[config.mk]
export PLATFORM = sky130hd
export DESIGN_NAME = vic_loader_top
export DESIGN_NICKNAME = d
export VERILOG_FILES = /design/src/hdl/tape_pkg.sv /design/src/hdl/vic_map_pkg.sv /design/src/hdl/cart_rom_loader.sv /design/src/hdl/prg_loader.sv /design/src/hdl/tape_streamer.sv /design/src/hdl/vic_loader_top.sv
export SDC_FILE = /design/constraint.sdc
export NUM_CORES = 1
export LEC_CHECK = 0
export ABC_AREA = 1
export BUFFER_PORTS_ARGS = -buffer_cell sky130_fd_sc_hd__buf_2
export CELL_PAD_IN_SITES_DETAIL_PLACEMENT = 1
export CELL_PAD_IN_SITES_GLOBAL_PLACEMENT = 1
export CORE_ASPECT_RATIO = 1.5
export CORE_MARGIN = 2
export CORE_UTILIZATION = 44
export DETAILED_ROUTE_END_ITERATION = 8
export GPL_TIMING_DRIVEN = 0
export HOLD_SLACK_MARGIN = 0.05
export PLACE_DENSITY_LB_ADDON = 0.1
export SYNTH_ARGS = -nofsm -noshare
export SYNTH_HDL_FRONTEND = slang
export SYNTH_SLANG_ARGS = --single-unit
export TNS_END_PERCENT = 50
[constraint.sdc]
create_clock -name clk_sys -period 3.5 [get_ports clk_sys]
set_clock_uncertainty 0.05 [all_clocks]
set_input_delay 0.175 -clock clk_sys [delete_from_list [all_inputs] [get_ports clk_sys]]
set_output_delay 0.175 -clock clk_sys [all_outputs]
set_load 0.02 [all_outputs]
[src/hdl/tape_pkg.sv]
/*
 * Tape buffer widths and end-of-play margin
 */
package tape_pkg;

	// Byte address into external memory
	localparam int TAPE_AW = 25;

	// Width of one tape byte
	localparam int TAPE_DW = 8;

	// The cassette FIFO checks for empty one byte early,
	// so play runs one byte past the image
	localparam logic [TAPE_AW-1:0] TAPE_EXTRA = 25'd2;

endpackage

[src/hdl/vic_map_pkg.sv]
/*
 * Download indices, memory-map limits and BASIC end-pointer addresses
 * shared by the loaders and the top level
 */
package vic_map_pkg;

	////////////////////////////////////////////////////////////
	// Host download indices
	////////////////////////////////////////////////////////////
	localparam logic [7:0] IDX_ROM = 8'd0;
	localparam logic [7:0] IDX_PRG = 8'd1;
	localparam logic [7:0] IDX_CRT = 8'd2;
	localparam logic [7:0] IDX_CTX = 8'd3;
	localparam logic [7:0] IDX_TAP = 8'd5;

	////////////////////////////////////////////////////////////
	// Memory map
	////////////////////////////////////////////////////////////
	// PRG data stops at the start of the cartridge area
	localparam logic [15:0] PRG_LIMIT  = 16'hA000;
	// Cartridge data stops at the BASIC ROM
	localparam logic [15:0] CART_LIMIT = 16'hC000;

	// Accepted part of the system ROM image and its place in config space
	localparam logic [24:0] ROM_WIN_LO = 25'h4000;
	localparam logic [24:0] ROM_WIN_HI = 25'h8000;
	localparam logic [15:0] ROM_OFFSET = 16'h8000;

	// BASIC pointers patched after a PRG load take the low byte on even entries
	localparam logic [15:0] BASIC_PTRS [0:7] = '{
		16'h002D, 16'h002E,
		16'h002F, 16'h0030,
		16'h0031, 16'h0032,
		16'h00AE, 16'h00AF
	};

	// Configuration write bus
	localparam int CONF_AW = 16;
	localparam int CONF_DW = 8;

	// Blocks 0-3 cover 0000-7FFF in 8 KB steps and block 4 covers A000-BFFF
	localparam int N_BLK = 5;

endpackage

[src/hdl/cart_rom_loader.sv]
/*
 * Cartridge (CRT and CT?) and system ROM image writes,
 * plus the mask of loaded 8 KB cartridge blocks
 */
`timescale 1ns/1ps

module cart_rom_loader import vic_map_pkg::*;
(
	input  logic               clk_sys,
	input  logic               reset,

	input  logic               dl_active_i,
	input  logic [7:0]         dl_index_i,
	input  logic               dl_wr_i,
	input  logic [24:0]        dl_addr_i,
	input  logic [CONF_DW-1:0] dl_data_i,
	input  logic [7:0]         dl_ext_i,

	output logic [CONF_AW-1:0] conf_addr_o,
	output logic [CONF_DW-1:0] conf_data_o,
	output logic               conf_wr_o,
	output logic [N_BLK-1:0]   blk_mask_o
);

	logic               dl_active_q;
	logic               rom_sel;
	logic               crt_sel;
	logic               ctx_sel;
	logic               ctx_start;
	logic               in_rom_win;
	logic [CONF_AW-1:0] cart_addr;

	assign rom_sel    = (dl_index_i == IDX_ROM);
	assign crt_sel    = (dl_index_i == IDX_CRT);
	assign ctx_sel    = (dl_index_i == IDX_CTX);
	assign ctx_start  = ~dl_active_q & dl_active_i & ctx_sel;
	assign in_rom_win = (dl_addr_i >= ROM_WIN_LO) && (dl_addr_i < ROM_WIN_HI);

	always_ff @(posedge clk_sys) begin
		if (reset) begin
			dl_active_q <= 1'b0;
			conf_wr_o   <= 1'b0;
			blk_mask_o  <= '0;
			cart_addr   <= '0;
			conf_addr_o <= '0;
			conf_data_o <= '0;
		end else begin
			dl_active_q <= dl_active_i;
			conf_wr_o   <= 1'b0;

			////////////////////////////////////////////////////////////
			// Cartridge images
			////////////////////////////////////////////////////////////
			if (dl_active_i && (crt_sel || ctx_sel) && dl_wr_i) begin
				// CRT files open with a 2-byte load address
				if (crt_sel && dl_addr_i == 25'd0) begin
					cart_addr[7:0] <= dl_data_i;
				end else if (crt_sel && dl_addr_i == 25'd1) begin
					cart_addr[15:8] <= dl_data_i;
				end else if (cart_addr < CART_LIMIT) begin
					case (cart_addr[15:13])
						3'd0: blk_mask_o[0] <= 1'b1;
						3'd1: blk_mask_o[1] <= 1'b1;
						3'd2: blk_mask_o[2] <= 1'b1;
						3'd3: blk_mask_o[3] <= 1'b1;
						3'd5: blk_mask_o[4] <= 1'b1;
						default: ;
					endcase
					conf_addr_o <= cart_addr;
					conf_data_o <= dl_data_i;
					conf_wr_o   <= 1'b1;
					cart_addr   <= cart_addr + 16'd1;
				end
			end

			// CT? base address comes from the last extension character
			if (ctx_start) begin
				if (dl_ext_i >= "2" && dl_ext_i <= "9") begin
					cart_addr <= {dl_ext_i[3:0], 12'h000};
				end else if (dl_ext_i >= "A" && dl_ext_i <= "B") begin
					cart_addr <= {dl_ext_i[3:0] + 4'd9, 12'h000};
				end
			end

			////////////////////////////////////////////////////////////
			// Only the 16 KB window of the system ROM image is kept
			////////////////////////////////////////////////////////////
			if (dl_active_i && rom_sel && dl_wr_i && in_rom_win) begin
				conf_addr_o <= dl_addr_i[15:0] + ROM_OFFSET;
				conf_data_o <= dl_data_i;
				conf_wr_o   <= 1'b1;
			end
		end
	end

endmodule

[src/hdl/prg_loader.sv]
/*
 * PRG loader: load-address parse, data writes below A000
 * and the BASIC end-pointer patch sequence
 */
`timescale 1ns/1ps

module prg_loader import vic_map_pkg::*;
(
	input  logic               clk_sys,
	input  logic               reset,

	input  logic               dl_active_i,
	input  logic [7:0]         dl_index_i,
	input  logic               dl_wr_i,
	input  logic [24:0]        dl_addr_i,
	input  logic [CONF_DW-1:0] dl_data_i,

	output logic [CONF_AW-1:0] conf_addr_o,
	output logic [CONF_DW-1:0] conf_data_o,
	output logic               conf_wr_o
);

	logic               prg_sel;
	logic               dl_active_q;
	logic               dl_done;
	logic [CONF_AW-1:0] run_addr;
	// 0 is idle, odd steps 1..15 issue the pointer writes
	logic [3:0]         seq;
	logic [2:0]         ptr_idx;

	assign prg_sel = (dl_index_i == IDX_PRG);
	assign dl_done = dl_active_q & ~dl_active_i & prg_sel;
	assign ptr_idx = seq[3:1];

	////////////////////////////////////////////////////////////
	// Control state
	////////////////////////////////////////////////////////////
	always_ff @(posedge clk_sys) begin
		if (reset) begin
			dl_active_q <= 1'b0;
			seq         <= 4'd0;
		end else begin
			dl_active_q <= dl_active_i;

			if (dl_active_i && prg_sel) begin
				seq <= 4'd0;
			end else if (dl_done) begin
				seq <= 4'd1;
			end else if (seq != 4'd0) begin
				// Wraps back to idle after step 15
				seq <= seq + 4'd1;
			end
		end
	end

	////////////////////////////////////////////////////////////
	// Running address and write bus
	////////////////////////////////////////////////////////////
	always_ff @(posedge clk_sys) begin
		if (reset) begin
			conf_wr_o   <= 1'b0;
			conf_addr_o <= '0;
			conf_data_o <= '0;
			run_addr    <= '0;
		end else begin
			conf_wr_o <= 1'b0;

			if (dl_active_i && prg_sel && dl_wr_i) begin
				// First two bytes carry the load address
				if (dl_addr_i == 25'd0) begin
					run_addr[7:0] <= dl_data_i;
				end else if (dl_addr_i == 25'd1) begin
					run_addr[15:8] <= dl_data_i;
				end else if (run_addr < PRG_LIMIT) begin
					conf_addr_o <= run_addr;
					conf_data_o <= dl_data_i;
					conf_wr_o   <= 1'b1;
					run_addr    <= run_addr + 16'd1;
				end
			end

			// Odd steps write the end address into the next pointer
			if (seq[0]) begin
				conf_addr_o <= BASIC_PTRS[ptr_idx];
				conf_data_o <= ptr_idx[0] ? run_addr[15:8] : run_addr[7:0];
				conf_wr_o   <= 1'b1;
			end
		end
	end

endmodule

[src/hdl/tape_streamer.sv]
/*
 * Tape image store into external memory with host wait,
 * and the play fetch loop that feeds the cassette FIFO
 */
`timescale 1ns/1ps

module tape_streamer
	import vic_map_pkg::*;
	import tape_pkg::*;
(
	input  logic               clk_sys,
	input  logic               reset,

	input  logic               dl_active_i,
	input  logic [7:0]         dl_index_i,
	input  logic               dl_wr_i,
	input  logic [TAPE_AW-1:0] dl_addr_i,
	input  logic [TAPE_DW-1:0] dl_data_i,
	output logic               dl_wait_o,

	input  logic               play_btn_i,
	input  logic               unload_i,

	output logic [TAPE_AW-1:0] mem_addr_o,
	output logic [TAPE_DW-1:0] mem_din_o,
	output logic               mem_we_o,
	output logic               mem_rd_o,
	input  logic [TAPE_DW-1:0] mem_dout_i,
	input  logic               mem_ready_i,

	output logic               fifo_wr_o,
	output logic [TAPE_DW-1:0] fifo_data_o,
	input  logic               fifo_full_i,
	input  logic               fifo_empty_i,

	output logic               tape_play_o
);

	logic               tap_loading;
	logic               tap_rewind;
	logic               tap_loaded;
	logic [TAPE_AW-1:0] play_addr;
	logic [TAPE_AW-1:0] end_addr;
	logic               rd_pend;
	logic               play_btn_q;
	logic               fifo_empty_q;

	assign tap_loading = dl_active_i & (dl_index_i == IDX_TAP);
	assign tap_rewind  = tap_loading | unload_i;
	assign tap_loaded  = (play_addr < end_addr);

	// Host address drives memory while loading, play address otherwise
	assign mem_addr_o = tap_loading ? dl_addr_i : play_addr;

	////////////////////////////////////////////////////////////
	// Store path with wait handshake
	////////////////////////////////////////////////////////////
	always_ff @(posedge clk_sys) begin
		if (reset) begin
			mem_we_o  <= 1'b0;
			dl_wait_o <= 1'b0;
			mem_din_o <= '0;
		end else begin
			mem_we_o <= 1'b0;
			if (dl_wr_i && tap_loading) begin
				mem_we_o  <= 1'b1;
				mem_din_o <= dl_data_i;
				dl_wait_o <= 1'b1;
			end else if (!mem_we_o && dl_wait_o && mem_ready_i) begin
				dl_wait_o <= 1'b0;
			end
		end
	end

	////////////////////////////////////////////////////////////
	// Play state and fetch loop
	////////////////////////////////////////////////////////////
	always_ff @(posedge clk_sys) begin
		if (reset) begin
			play_addr    <= '0;
			end_addr     <= '0;
			tape_play_o  <= 1'b0;
			mem_rd_o     <= 1'b0;
			fifo_wr_o    <= 1'b0;
			fifo_data_o  <= '0;
			rd_pend      <= 1'b0;
			play_btn_q   <= 1'b0;
			fifo_empty_q <= 1'b0;
		end else begin
			play_btn_q   <= play_btn_i;
			fifo_empty_q <= fifo_empty_i;

			if (tap_rewind) begin
				// Unload leaves an empty tape
				end_addr    <= tap_loading ? dl_addr_i + TAPE_EXTRA : '0;
				play_addr   <= '0;
				tape_play_o <= tap_loading;
				mem_rd_o    <= 1'b0;
				fifo_wr_o   <= 1'b0;
				rd_pend     <= 1'b0;
			end else begin
				if (~play_btn_q & play_btn_i) begin
					tape_play_o <= ~tape_play_o;
				end
				if (~fifo_empty_q & fifo_empty_i) begin
					tape_play_o <= 1'b0;
				end

				mem_rd_o  <= 1'b0;
				fifo_wr_o <= 1'b0;

				// One guard cycle after each strobe before looking at ready
				if (!mem_rd_o && !fifo_wr_o) begin
					if (rd_pend) begin
						if (mem_ready_i) begin
							fifo_data_o <= mem_dout_i;
							fifo_wr_o   <= 1'b1;
							play_addr   <= play_addr + 25'd1;
							rd_pend     <= 1'b0;
						end
					end else if (!fifo_full_i && tap_loaded && !mem_we_o && mem_ready_i) begin
						mem_rd_o <= 1'b1;
						rd_pend  <= 1'b1;
					end
				end
			end
		end
	end

endmodule

[src/hdl/vic_loader_top.sv]
/*
 * Loader top level: PRG, cartridge/ROM and tape paths,
 * write-bus merge and the expansion RAM masks for the core
 */
`timescale 1ns/1ps

module vic_loader_top
	import vic_map_pkg::*;
	import tape_pkg::*;
(
	input  logic               clk_sys,
	input  logic               reset,

	input  logic               dl_active_i,
	input  logic [7:0]         dl_index_i,
	input  logic               dl_wr_i,
	input  logic [TAPE_AW-1:0] dl_addr_i,
	input  logic [TAPE_DW-1:0] dl_data_i,
	input  logic [7:0]         dl_ext_i,
	output logic               dl_wait_o,

	input  logic               play_btn_i,
	input  logic               unload_i,
	input  logic [TAPE_DW-1:0] mem_dout_i,
	input  logic               mem_ready_i,
	input  logic               fifo_full_i,
	input  logic               fifo_empty_i,

	input  logic               extram1_i,
	input  logic [1:0]         extram2_sel_i,
	input  logic               extram3_i,
	input  logic               cart_writable_i,

	output logic [CONF_AW-1:0] conf_addr_o,
	output logic [CONF_DW-1:0] conf_data_o,
	output logic               conf_wr_o,
	output logic [N_BLK-1:0]   ram_ext_o,
	output logic [N_BLK-1:0]   ram_ext_ro_o,

	output logic [TAPE_AW-1:0] mem_addr_o,
	output logic [TAPE_DW-1:0] mem_din_o,
	output logic               mem_we_o,
	output logic               mem_rd_o,
	output logic               fifo_wr_o,
	output logic [TAPE_DW-1:0] fifo_data_o,
	output logic               tape_play_o
);

	logic [CONF_AW-1:0] prg_addr;
	logic [CONF_DW-1:0] prg_data;
	logic               prg_wr;
	logic [CONF_AW-1:0] cart_addr;
	logic [CONF_DW-1:0] cart_data;
	logic               cart_wr;
	logic [N_BLK-1:0]   blk_mask;
	logic [2:0]         extram2_en;

	prg_loader u_prg (
		.clk_sys, .reset,
		.dl_active_i, .dl_index_i, .dl_wr_i, .dl_addr_i, .dl_data_i,
		.conf_addr_o (prg_addr),
		.conf_data_o (prg_data),
		.conf_wr_o   (prg_wr)
	);

	cart_rom_loader u_cart (
		.clk_sys, .reset,
		.dl_active_i, .dl_index_i, .dl_wr_i, .dl_addr_i, .dl_data_i, .dl_ext_i,
		.conf_addr_o (cart_addr),
		.conf_data_o (cart_data),
		.conf_wr_o   (cart_wr),
		.blk_mask_o  (blk_mask)
	);

	tape_streamer u_tape (
		.clk_sys, .reset,
		.dl_active_i, .dl_index_i, .dl_wr_i, .dl_addr_i, .dl_data_i, .dl_wait_o,
		.play_btn_i, .unload_i,
		.mem_addr_o, .mem_din_o, .mem_we_o, .mem_rd_o, .mem_dout_i, .mem_ready_i,
		.fifo_wr_o, .fifo_data_o, .fifo_full_i, .fifo_empty_i,
		.tape_play_o
	);

	////////////////////////////////////////////////////////////
	// Write bus merge of two loaders that never strobe together
	////////////////////////////////////////////////////////////
	assign conf_wr_o   = prg_wr | cart_wr;
	assign conf_addr_o = prg_wr ? prg_addr : cart_addr;
	assign conf_data_o = prg_wr ? prg_data : cart_data;

	// ExtRAM 2 grows upward from block 1
	always_comb begin
		case (extram2_sel_i)
			2'd0:    extram2_en = 3'b000;
			2'd1:    extram2_en = 3'b001;
			2'd2:    extram2_en = 3'b011;
			default: extram2_en = 3'b111;
		endcase
	end

	assign ram_ext_o    = {extram3_i, extram2_en, extram1_i} | blk_mask;
	assign ram_ext_ro_o = cart_writable_i ? '0 : blk_mask;

endmodule

-- Word-level counts from Yosys, hierarchy flattened
Memories as Yosys holds them, arrays and structs flattened.
Cells that the tools add are included.
- bits in registers: 166
- bits in read-only memories: 128
- input port bits: 71
- output and inout port bits: 81
- word-level logic and storage cells: 203
- memories: 1
- memory list (memory ; depth ; bits a word ; rd ports ; clocked after Yosys merged registers in ; write ports ; RTL line ; source):
    (no name shown) ; 8 ; 16 ; 1 ; 0 ; 0 ; prg_loader.sv:84 ; conf_addr_o <= BASIC_PTRS[ptr_idx];
- $add $sub $neg: 7
- $lt $le $gt $ge: 10
- equality and inequality tests: 16
- mux-type cells: 64
- bitwise logic cells: 22
- reductions and logical operators: 54
- operators with widths (operator ; count):
    16-bit 2-to-1 mux ; 19
    8-bit 2-to-1 mux ; 19
    25-bit 2-to-1 mux ; 2
    16-bit by 1-bit adder with 16-bit output (second input constant) ; 2
    16-bit less-than comparator (second input constant) ; 2
    25-bit by 1-bit adder with 25-bit output (second input constant) ; 1
    25-bit by 2-bit adder with 25-bit output (second input constant) ; 1
    25-bit by 1-bit == test with 1-bit output (second input constant) ; 1
    25-bit by 15-bit greater-or-equal comparator with 1-bit output (second input constant) ; 1
    25-bit zero test ; 1
    25-bit by 16-bit less-than comparator with 1-bit output (second input constant) ; 1
    25-bit less-than comparator ; 1
    5-bit AND reduction ; 5
    1-bit 2-to-1 mux ; 22
    1-bit logical AND ; 19
    16-bit adder (second input constant) ; 1
    8-bit by 2-bit == test with 1-bit output (second input constant) ; 2
    2-bit nonzero test ; 8
    4-bit AND reduction ; 3
    1-bit NOT ; 11
    3-bit one-hot mux with 3 select lines ; 1
    3-bit AND reduction ; 3
    8-bit by 1-bit == test with 1-bit output (second input constant) ; 1
    8-bit by 3-bit == test with 1-bit output (second input constant) ; 1
    29 further kinds ; 45

-- Depth between registers and ports, before layout
Gate-level depths: netlist (run 1).
- word-level depth: 8
- mapped depth: 15
- depth with buffers taken out: 15

-- Modules after synthesis
From an unflattened synthesis (run 1), not the netlist that was laid out.
- cell total of the unflattened synthesis: 1895
- area total of the unflattened synthesis: 11788.8 µm²
- by module, submodules not included (module ; times used ; cells an instance ; area an instance (µm²) ; seq. area each (µm²)):
    tape_streamer ; 1 ; 735 ; 4663.2 ; 1481.4
    cart_rom_loader ; 1 ; 583 ; 3565.9 ; 940.9
    prg_loader ; 1 ; 480 ; 3125.5 ; 920.9
    vic_loader_top ; 1 ; 97 ; 434.2 ; 0.0

-- Least setup slack after synthesis (run 1)
OpenSTA, ideal clock, no wires.
- path type: input port to output port
- start: input port dl_index_i[7]
- end: output port mem_addr_o[24]
- arrival: 1.568 ns
- required time: 3.275 ns
- setup slack: 1.707 ns
- cell stages on the path: 7
- path buffers: 2
- path through: nor2_1 > nand2_2 > inv_1 > nand4_1 > clkbuf_1 > clkbuf_1 > o21ai_0
- longest elaborated chain between the ends: 3
- ends and longest elaborated chain (item ; RTL line ; source):
    start: declaration ; vic_loader_top.sv:15 ; input logic [7:0] dl_index_i,
    8-bit by 3-bit == test with 1-bit output ; tape_streamer.sv:48 ; assign tap_loading = dl_active_i & (dl_index_i == IDX_TAP);
    1-bit AND ; tape_streamer.sv:48 ;
    25-bit 2-to-1 mux ; tape_streamer.sv:53 ; assign mem_addr_o = tap_loading ? dl_addr_i : play_addr;
    end: declaration ; vic_loader_top.sv:40 ; output logic [TAPE_AW-1:0] mem_addr_o,
Every way passes these cells.

-- Worst setup path in the final report (run 1)
- start: input port dl_active_i
- end: output port mem_addr_o[4]
- longest elaborated chain between the ends: 2
- ends and longest elaborated chain (item ; RTL line ; source):
    start: declaration ; vic_loader_top.sv:14 ; input logic dl_active_i,
    1-bit AND ; tape_streamer.sv:48 ;
    25-bit 2-to-1 mux ; tape_streamer.sv:53 ;
Every way passes these cells.

==> results of run 1 <==
[how the worst max path moves through the flow]
| stage | slack [ps] | end | depth (start not counted) | from |
|---|---|---|---|---|
| final | 670 | mem_addr_o[4] | 8 | dl_active_i |
| after floorplan | 1710 | mem_addr_o[24] | 7 | dl_index_i[7] |
| after global routing | 540 | mem_addr_o[9] | 8 | dl_active_i |
| after global placement | 890 | u_tape.rd_pend | 12 | dl_index_i[7] |
| after detailed placement | 820 | u_tape.rd_pend | 12 | dl_index_i[7] |
| after CTS | 680 | mem_addr_o[4] | 8 | dl_active_i |
[layout make-up]
class | instances | area [µm²]
Inverter | 216 | 811
Tap cell | 319 | 399
Fill cell | 3322 | 11000
Sequential cell | 166 | 3320
Buffer | 56 | 264
Clock inverter | 15 | 206
Timing Repair Buffer | 174 | 1000
Antenna cell | 2 | 5.00
Clock buffer | 17 | 425
Multi-Input combinational cell | 1225 | 6020
[metal layers]
layer,up-vias,track usage,part of all wire
li1,5752,-,-
met5,-,0,0
met2,300,0.655,0.52
met4,0,0.247,0.076
met3,150,0.0432,0.030
met1,5760,0.362,0.37
[flip-flops by register name, indices dropped and copies added, names as in the netlist, 4 cells and up]
name and flops:
u_cart.blk_mask_o 5, u_cart.cart_addr 16, u_cart.conf_addr_o 16, u_cart.conf_data_o 8
u_prg.conf_addr_o 16, u_prg.conf_data_o 8, u_prg.run_addr 16, u_prg.seq 4
u_tape.end_addr 25, u_tape.fifo_data_o 8, u_tape.mem_din_o 8, u_tape.play_addr 25
[where the power goes]
group	total [mW]	internal [mW]	switching (mW)
Combinational	0.529	0.150	0.379
Clock	2.10	1.16	0.938
Sequential	1.93	1.92	0.0171
[repair_timing]
action	4_1_cts	5_1_grt
endpoints found under the setup margin	0	0
endpoints found under the hold margin	29	0
gates resized for setup	0	0
hold buffers	26	0
[cells by family (layout without fill, tap and decap cells)]
logic type,count (synthesis),after routing
xor+xnor,29,29
simple gates,830,830
flops,166,166
compound gates,328,328
other cells,0,2
fa+ha+maj,38,38
buf+inv,272,478
[layout by cell type, fill, tap and decap left out, types with 5 or more instances in the layout]
cell / Yosys / final
nand2_1: 402 / 402
nor2_1: 209 / 209
inv_1: 205 / 205
dfxtp_1: 166 / 166
buf_2: 10 / 158
o21ai_0: 154 / 154
a21oi_1: 143 / 143
nand3_1: 124 / 124
ha_1: 38 / 38
clkbuf_1: 37 / 37
nor3_1: 30 / 30
dlygate4sd3_1: 0 / 26
nand4_1: 25 / 25
xor2_1: 23 / 23
clkbuf_16: 0 / 17
o21ai_1: 10 / 10
nand2_2: 8 / 8
inv_2: 6 / 6
or2_2: 6 / 6
nor2_4: 6 / 6
xnor2_1: 6 / 6
clkinv_1: 5 / 5
o22ai_1: 5 / 5
inv_6: 0 / 5
inv_8: 0 / 5
[critical path, delay by kind of cell]
kind                   cells  cell delay, ps
buffers and inverters      5            2050
and+or+nand+nor            2             240
AOI/OAI and AO/OA          1             130
[per-stage QoR]
stage | power [mW] | cell area, µm² | hold slack (ps) | utilization
finish | 4.56 | 12500 | 60.8 | 0.530
global placement | 2.46 | 11600 | 341 | 0.492
detailed placement | 2.46 | 11600 | 354 | 0.492
CTS | 4.56 | 12400 | 51.4 | 0.530
floorplan | 2.25 | 10400 | 250 | -
global route | 4.70 | 12400 | 69.6 | 0.530
==> impl_metrics.json, run 1 <==
{
  "synth_fp_nets": 1772,
  "leakage_nw": 5.48,
  "crit_path_frequent_cell": "buf_2",
  "yosysUniqueCellTypes": 42,
  "finalHoldViolations": 0,
  "reg2reg_to": "u_tape.play_addr[12]",
  "synth_edf_count": 0,
  "synth_compound_area_frac": 0.163,
  "worst_slew_pin_slew_ps": 1190,
  "wl_per_cell_um": 19.9,
  "fin_crit_sh": 0.807,
  "start_util": 0.444,
  "hp-start": "dl_addr_i[21]",
  "area_delta_synth_final_pct": 19.6,
  "synth_top_area_cell": "dfxtp_1",
  "muxShareOfSynthArea": 0,
  "numCtsBuffers": 17,
  "synth.yosys.seq_area_share": 0.319,
  "ys_seq_elements": 166,
  "grt_max_degree": 18,
  "yosys.area_share.simple": 0.345,
  "synth_top_family_by_area": "simple AND/OR/NAND/NOR gates",
  "syn_area_per_cell_um2": 6.26,
  "clk_latency_ps": 450,
  "yosysMostFrequentCell": "nand2_1",
  "chipWidth_um": 130,
  "cellPowerDensity_nw_per_um2": 366,
  "cap_violations": 0,
  "synthAdderAreaFrac": 0.0457,
  "nets": 1965,
  "clk_pin_slew_ps": 80,
  "synth-async-reset-ratio": 0,
  "groute.usage.overall": 0.354,
  "post_cts_buffers": 0,
  "cts_root_buffer": "clkbuf_16",
  "place_inst": 2130,
  "reg2reg_from": "u_tape.fifo_wr_o",
  "cts.sinks": 166,
  "chipHeight_um": 192,
  "fin_ws_ps": 674,
  "grt_pass1_wl_um": 66800,
  "slew_headroom": 0.197,
  "pre_cts_slack_ps": 821,
  "drtAntennaViolNets": 0,
  "worstSetupPathType": "input port to output port",
  "hold_end": "u_tape.end_addr[21]",
  "grt_pass1_vias": 12450,
  "drc": 0,
  "status": "complete, no violations",
  "final_cells": 2190,
  "rows": 69,
  "wl_um": 43700,
  "slowest_delay_ps": 590,
  "first_iter_violations": 622,
  "finalSetupViolations": 0,
  "yosys-top-cells-area": "dfxtp_1, nand2_1, nor2_1",
  "holdPathStages": 4,
  "syn-cell-area_um2": 10400,
  "routabilityCongestion": 0.952,
  "ys_warn_count": 0,
  "cp.required_ps": 3270,
  "slew_violations": 0,
  "end_kind": "output port",
  "vias": 11962,
  "crit_arrival_ps": 2600,
  "core-area_um2": 23500,
  "cp_max_fo": 10,
  "rsz0062_at_grt": "no",
  "grt_overflow_total": 0,
  "drive_gt1_frac": 0.128,
  "r2r_slack_ps": 1080,
  "worst_setup_path_start_kind": "input port",
  "synth_xor_xnor_area_share": 0.0244,
  "antenna_found_initial": 1,
  "numPortBuffers": 148,
  "netlist_top_cells_count": "nand2_1, nor2_1, inv_1",
  "r2r_cells": 10,
  "min_path_type": "input port to flip-flop",
  "tns_ps": 0,
  "hpwl_um": 33600,
  "synth_ff_type": "dfxtp_1",
  "path_cells": "dlygate4sd3_1 > buf_2 > nand4_1 > clkbuf_1 > buf_1 > nand2_1 > o21ai_0 > buf_2",
  "cts.path.max_buffers": 2,
  "design.die.area_um2": 24900,
  "vias_per_cell": 5.46,
  "fmax_mhz": 354,
  "synth_top_area_frac": 0.319,
  "cts_max_level": 4,
  "irDropWorstVdd_mv": 0.357,
  "worst_path_max_delay_cell": "clkbuf_1",
  "ioPinCount": 152,
  "firstDrtPassIters": 5,
  "synthCells": 1663,
  "period_minus_slack_ps": 2830,
  "tritoncts": "yes"
}
No activity file was read; power rests on OpenSTA's default activity.
==> inputs of run 2 (changes only) <==
--- a/config.mk
+++ b/config.mk
@@ -5,13 +5,13 @@
 export SDC_FILE = /design/constraint.sdc
 export NUM_CORES = 1
 export LEC_CHECK = 0
-export ABC_AREA = 1
+export ABC_AREA = 0
 export BUFFER_PORTS_ARGS = -buffer_cell sky130_fd_sc_hd__buf_2
 export CELL_PAD_IN_SITES_DETAIL_PLACEMENT = 1
 export CELL_PAD_IN_SITES_GLOBAL_PLACEMENT = 1
 export CORE_ASPECT_RATIO = 1.5
 export CORE_MARGIN = 2
-export CORE_UTILIZATION = 44
+export CORE_UTILIZATION = 38
 export DETAILED_ROUTE_END_ITERATION = 8
 export GPL_TIMING_DRIVEN = 0
 export HOLD_SLACK_MARGIN = 0.05
==> constraint.sdc (replaced) <==
create_clock -name clk_sys -period 2.35 [get_ports clk_sys]
set_clock_uncertainty 0.05 [all_clocks]
set_input_delay 0.1175 -clock clk_sys [delete_from_list [all_inputs] [get_ports clk_sys]]
set_output_delay 0.1175 -clock clk_sys [all_outputs]
set_load 0.02 [all_outputs]
==> run 2 against run 1 <==
Against the previous run: design area down 6.1%; sequential power up 52%; via count down 19%; non-clock buffer count up 27; combinational power up 29%; utilization down 5.0 points; sequential share of layout area up 1.8 points; critical path depth down 1; global-route usage down 6.9 points; clock-buffer cell count unchanged; wire length down 15%; largest cell class unchanged; largest power group is now registers.
==> impl_metrics.json, run 2 <==
{
  "synth_edf_count": 0,
  "total_power_mw": 6.42,
  "synth.yosys.seq_area_share": 0.354,
  "hold_slack_ps": 81.0,
  "fmax_mhz": 434,
  "startpoint": "u_cart.cart_addr[14]",
  "tritoncts": "yes",
  "yosys-top-cells-area": "dfxtp_1, mux2_2, nand2_1",
  "syn-cell-area_um2": 9390,
  "nets": 1496,
  "chipWidth_um": 132,
  "area_delta_synth_final_pct": 24.5,
  "fin_ws_ps": 47.8,
  "core-area_um2": 24300,
  "worst_setup_path_start_kind": "flip-flop",
  "finalSetupViolations": 0,
  "finalHoldViolations": 0,
  "reg_top3": "u_tape.end_addr (25), u_tape.play_addr (25)",
  "synth_top_area_frac": 0.354,
  "slew_violations": 0,
  "worstSetupPathType": "flip-flop to flip-flop",
  "ys_warn_count": 0,
  "tns_ps": 0,
  "numPortBuffers": 146,
  "syn_area_per_cell_um2": 7.95,
  "period_minus_slack_ps": 2300,
  "ys_seq_elements": 166,
  "reg2reg_from": "u_cart.cart_addr[14]",
  "cts.path.max_buffers": 2,
  "cp_max_fo": 10,
  "drive_gt1_frac": 0.207,
  "path_cells": "and2_1 > clkbuf_1 > nor3_1 > nand2_1 > o21ai_0 > a21oi_1 > o31a_1",
  "synth_top_area_cell": "dfxtp_1",
  "slowest_delay_ps": 480,
  "antenna_found_initial": 3,
  "cts_root_buffer": "clkbuf_16",
  "first_iter_violations": 525,
  "pre_cts_slack_ps": -796,
  "groute.usage.overall": 0.285,
  "synthCells": 1180,
  "wl_per_cell_um": 21.5,
  "status": "complete, no violations",
  "drc": 0,
  "rsz0062_at_grt": "yes",
  "numCtsBuffers": 17,
  "irDropWorstVdd_mv": 0.532,
  "cellPowerDensity_nw_per_um2": 549,
  "synth_fp_nets": 1289,
  "clk_pin_slew_ps": 70,
  "worst_slew_pin_slew_ps": 1340,
  "synth-async-reset-ratio": 0,
  "ioPinCount": 152,
  "design.die.area_um2": 26000,
  "crit_arrival_ps": 2590,
  "hpwl_um": 28200,
  "routabilityCongestion": 0.977,
  "final_common_cell": "dfxtp_1",
  "start_util": 0.386,
  "fin_crit_sh": 0.980,
  "end_kind": "flip-flop",
  "cp.required_ps": 2640,
  "min_path_type": "input port to flip-flop",
  "grt_pass1_wl_um": 57000,
  "hp-start": "dl_addr_i[2]",
  "clk_latency_ps": 460,
  "cts.sinks": 166,
  "slew_headroom": 0.0964,
  "worst_path_max_delay_cell": "nor3_1",
  "grt_max_degree": 17,
  "yosysUniqueCellTypes": 70,
  "grt_overflow_total": 0,
  "grt_pass1_vias": 9934,
  "netlist_top_cells_count": "dfxtp_1, nand2_1, nor2_1",
  "layout_common_cells": "dfxtp_1, nand2_1, buf_2",
  "yosysMostFrequentCell": "dfxtp_1",
  "vias": 9721,
  "vias_per_cell": 5.63,
  "drtAntennaViolNets": 0,
  "chipHeight_um": 196,
  "firstDrtPassIters": 5,
  "synth_ff_type": "dfxtp_1",
  "cap_violations": 0,
  "wl_um": 37000,
  "rows": 70,
  "leakage_nw": 4.39,
  "cts_max_level": 4
}
[run 2: cell type report]
class                   count  area [µm²]
fillers                  3087       12700
plain buffers              68         288
well taps                 324         405
clock buffers              17         425
flip-flops and latches    166        3330
diodes                      2        5.00
repair buffers            189        1160
multi-input cells         895        5750
clock inverters            15         144
inverters                  50         188
[run 2: stage by stage]
step / area [µm²] / instances / utilization
finish: 11700 / 1726 / 0.480
global route: 11700 / 1725 / 0.480
CTS: 11600 / 1723 / 0.475
detailed placement: 10500 / 1650 / 0.432
global placement: 10500 / 1650 / 0.432
floorplan: 9390 / 1180 / -
[run 2: what timing repair did]
action | CTS | global route
resized for setup | 16 | 29
endpoints found under the hold margin | 63 | 0
endpoints found under the setup margin | 99 | 89
hold buffers | 42 | 0
pin swaps | 0 | 1
setup buffers | 0 | 1
[run 2: worst paths after layout]
kind                      endpoint  slack [ps]  depth (start not counted)
min             u_tape.end_addr[4]          80                          4
min reg2reg  u_cart.conf_data_o[3]         400                          2
max           u_cart.cart_addr[13]          50                          7
max reg2reg   u_cart.cart_addr[13]          50                          7
[run 2: power breakdown]
group	internal, mW	total [mW]	switching (mW)
logic	0.246	0.684	0.437
clock network	1.48	2.79	1.31
registers	2.88	2.94	0.0600
total	4.61	6.42	1.81
[run 2: metal layers]
layer  track usage  routed length, µm  up-vias
li1              -                  -     4654
met1         0.316              14300     4732
met2         0.520              19500      242
met3        0.0399               1350       91
met4         0.157               1850        2
met5             0                 12        -
[run 2: logic make-up after synthesis]
logic type                 Yosys count  share of synthesized area
DFF                                166                      0.354
xor gates and xnor gates            49                     0.0457
muxes                               62                     0.0734
AOI/OAI and AO/OA                  269                      0.182
adders and majority gates           38                     0.0507
buffers and inverters              119                     0.0485
and+or+nand+nor                    477                      0.245
[run 2: worst max-delay path, delay by kind of cell, from the launching register on]
family,cells,cell delay (ps)
flops,1,430
simple gates,3,920
compound gates,3,590
buf+inv,1,210
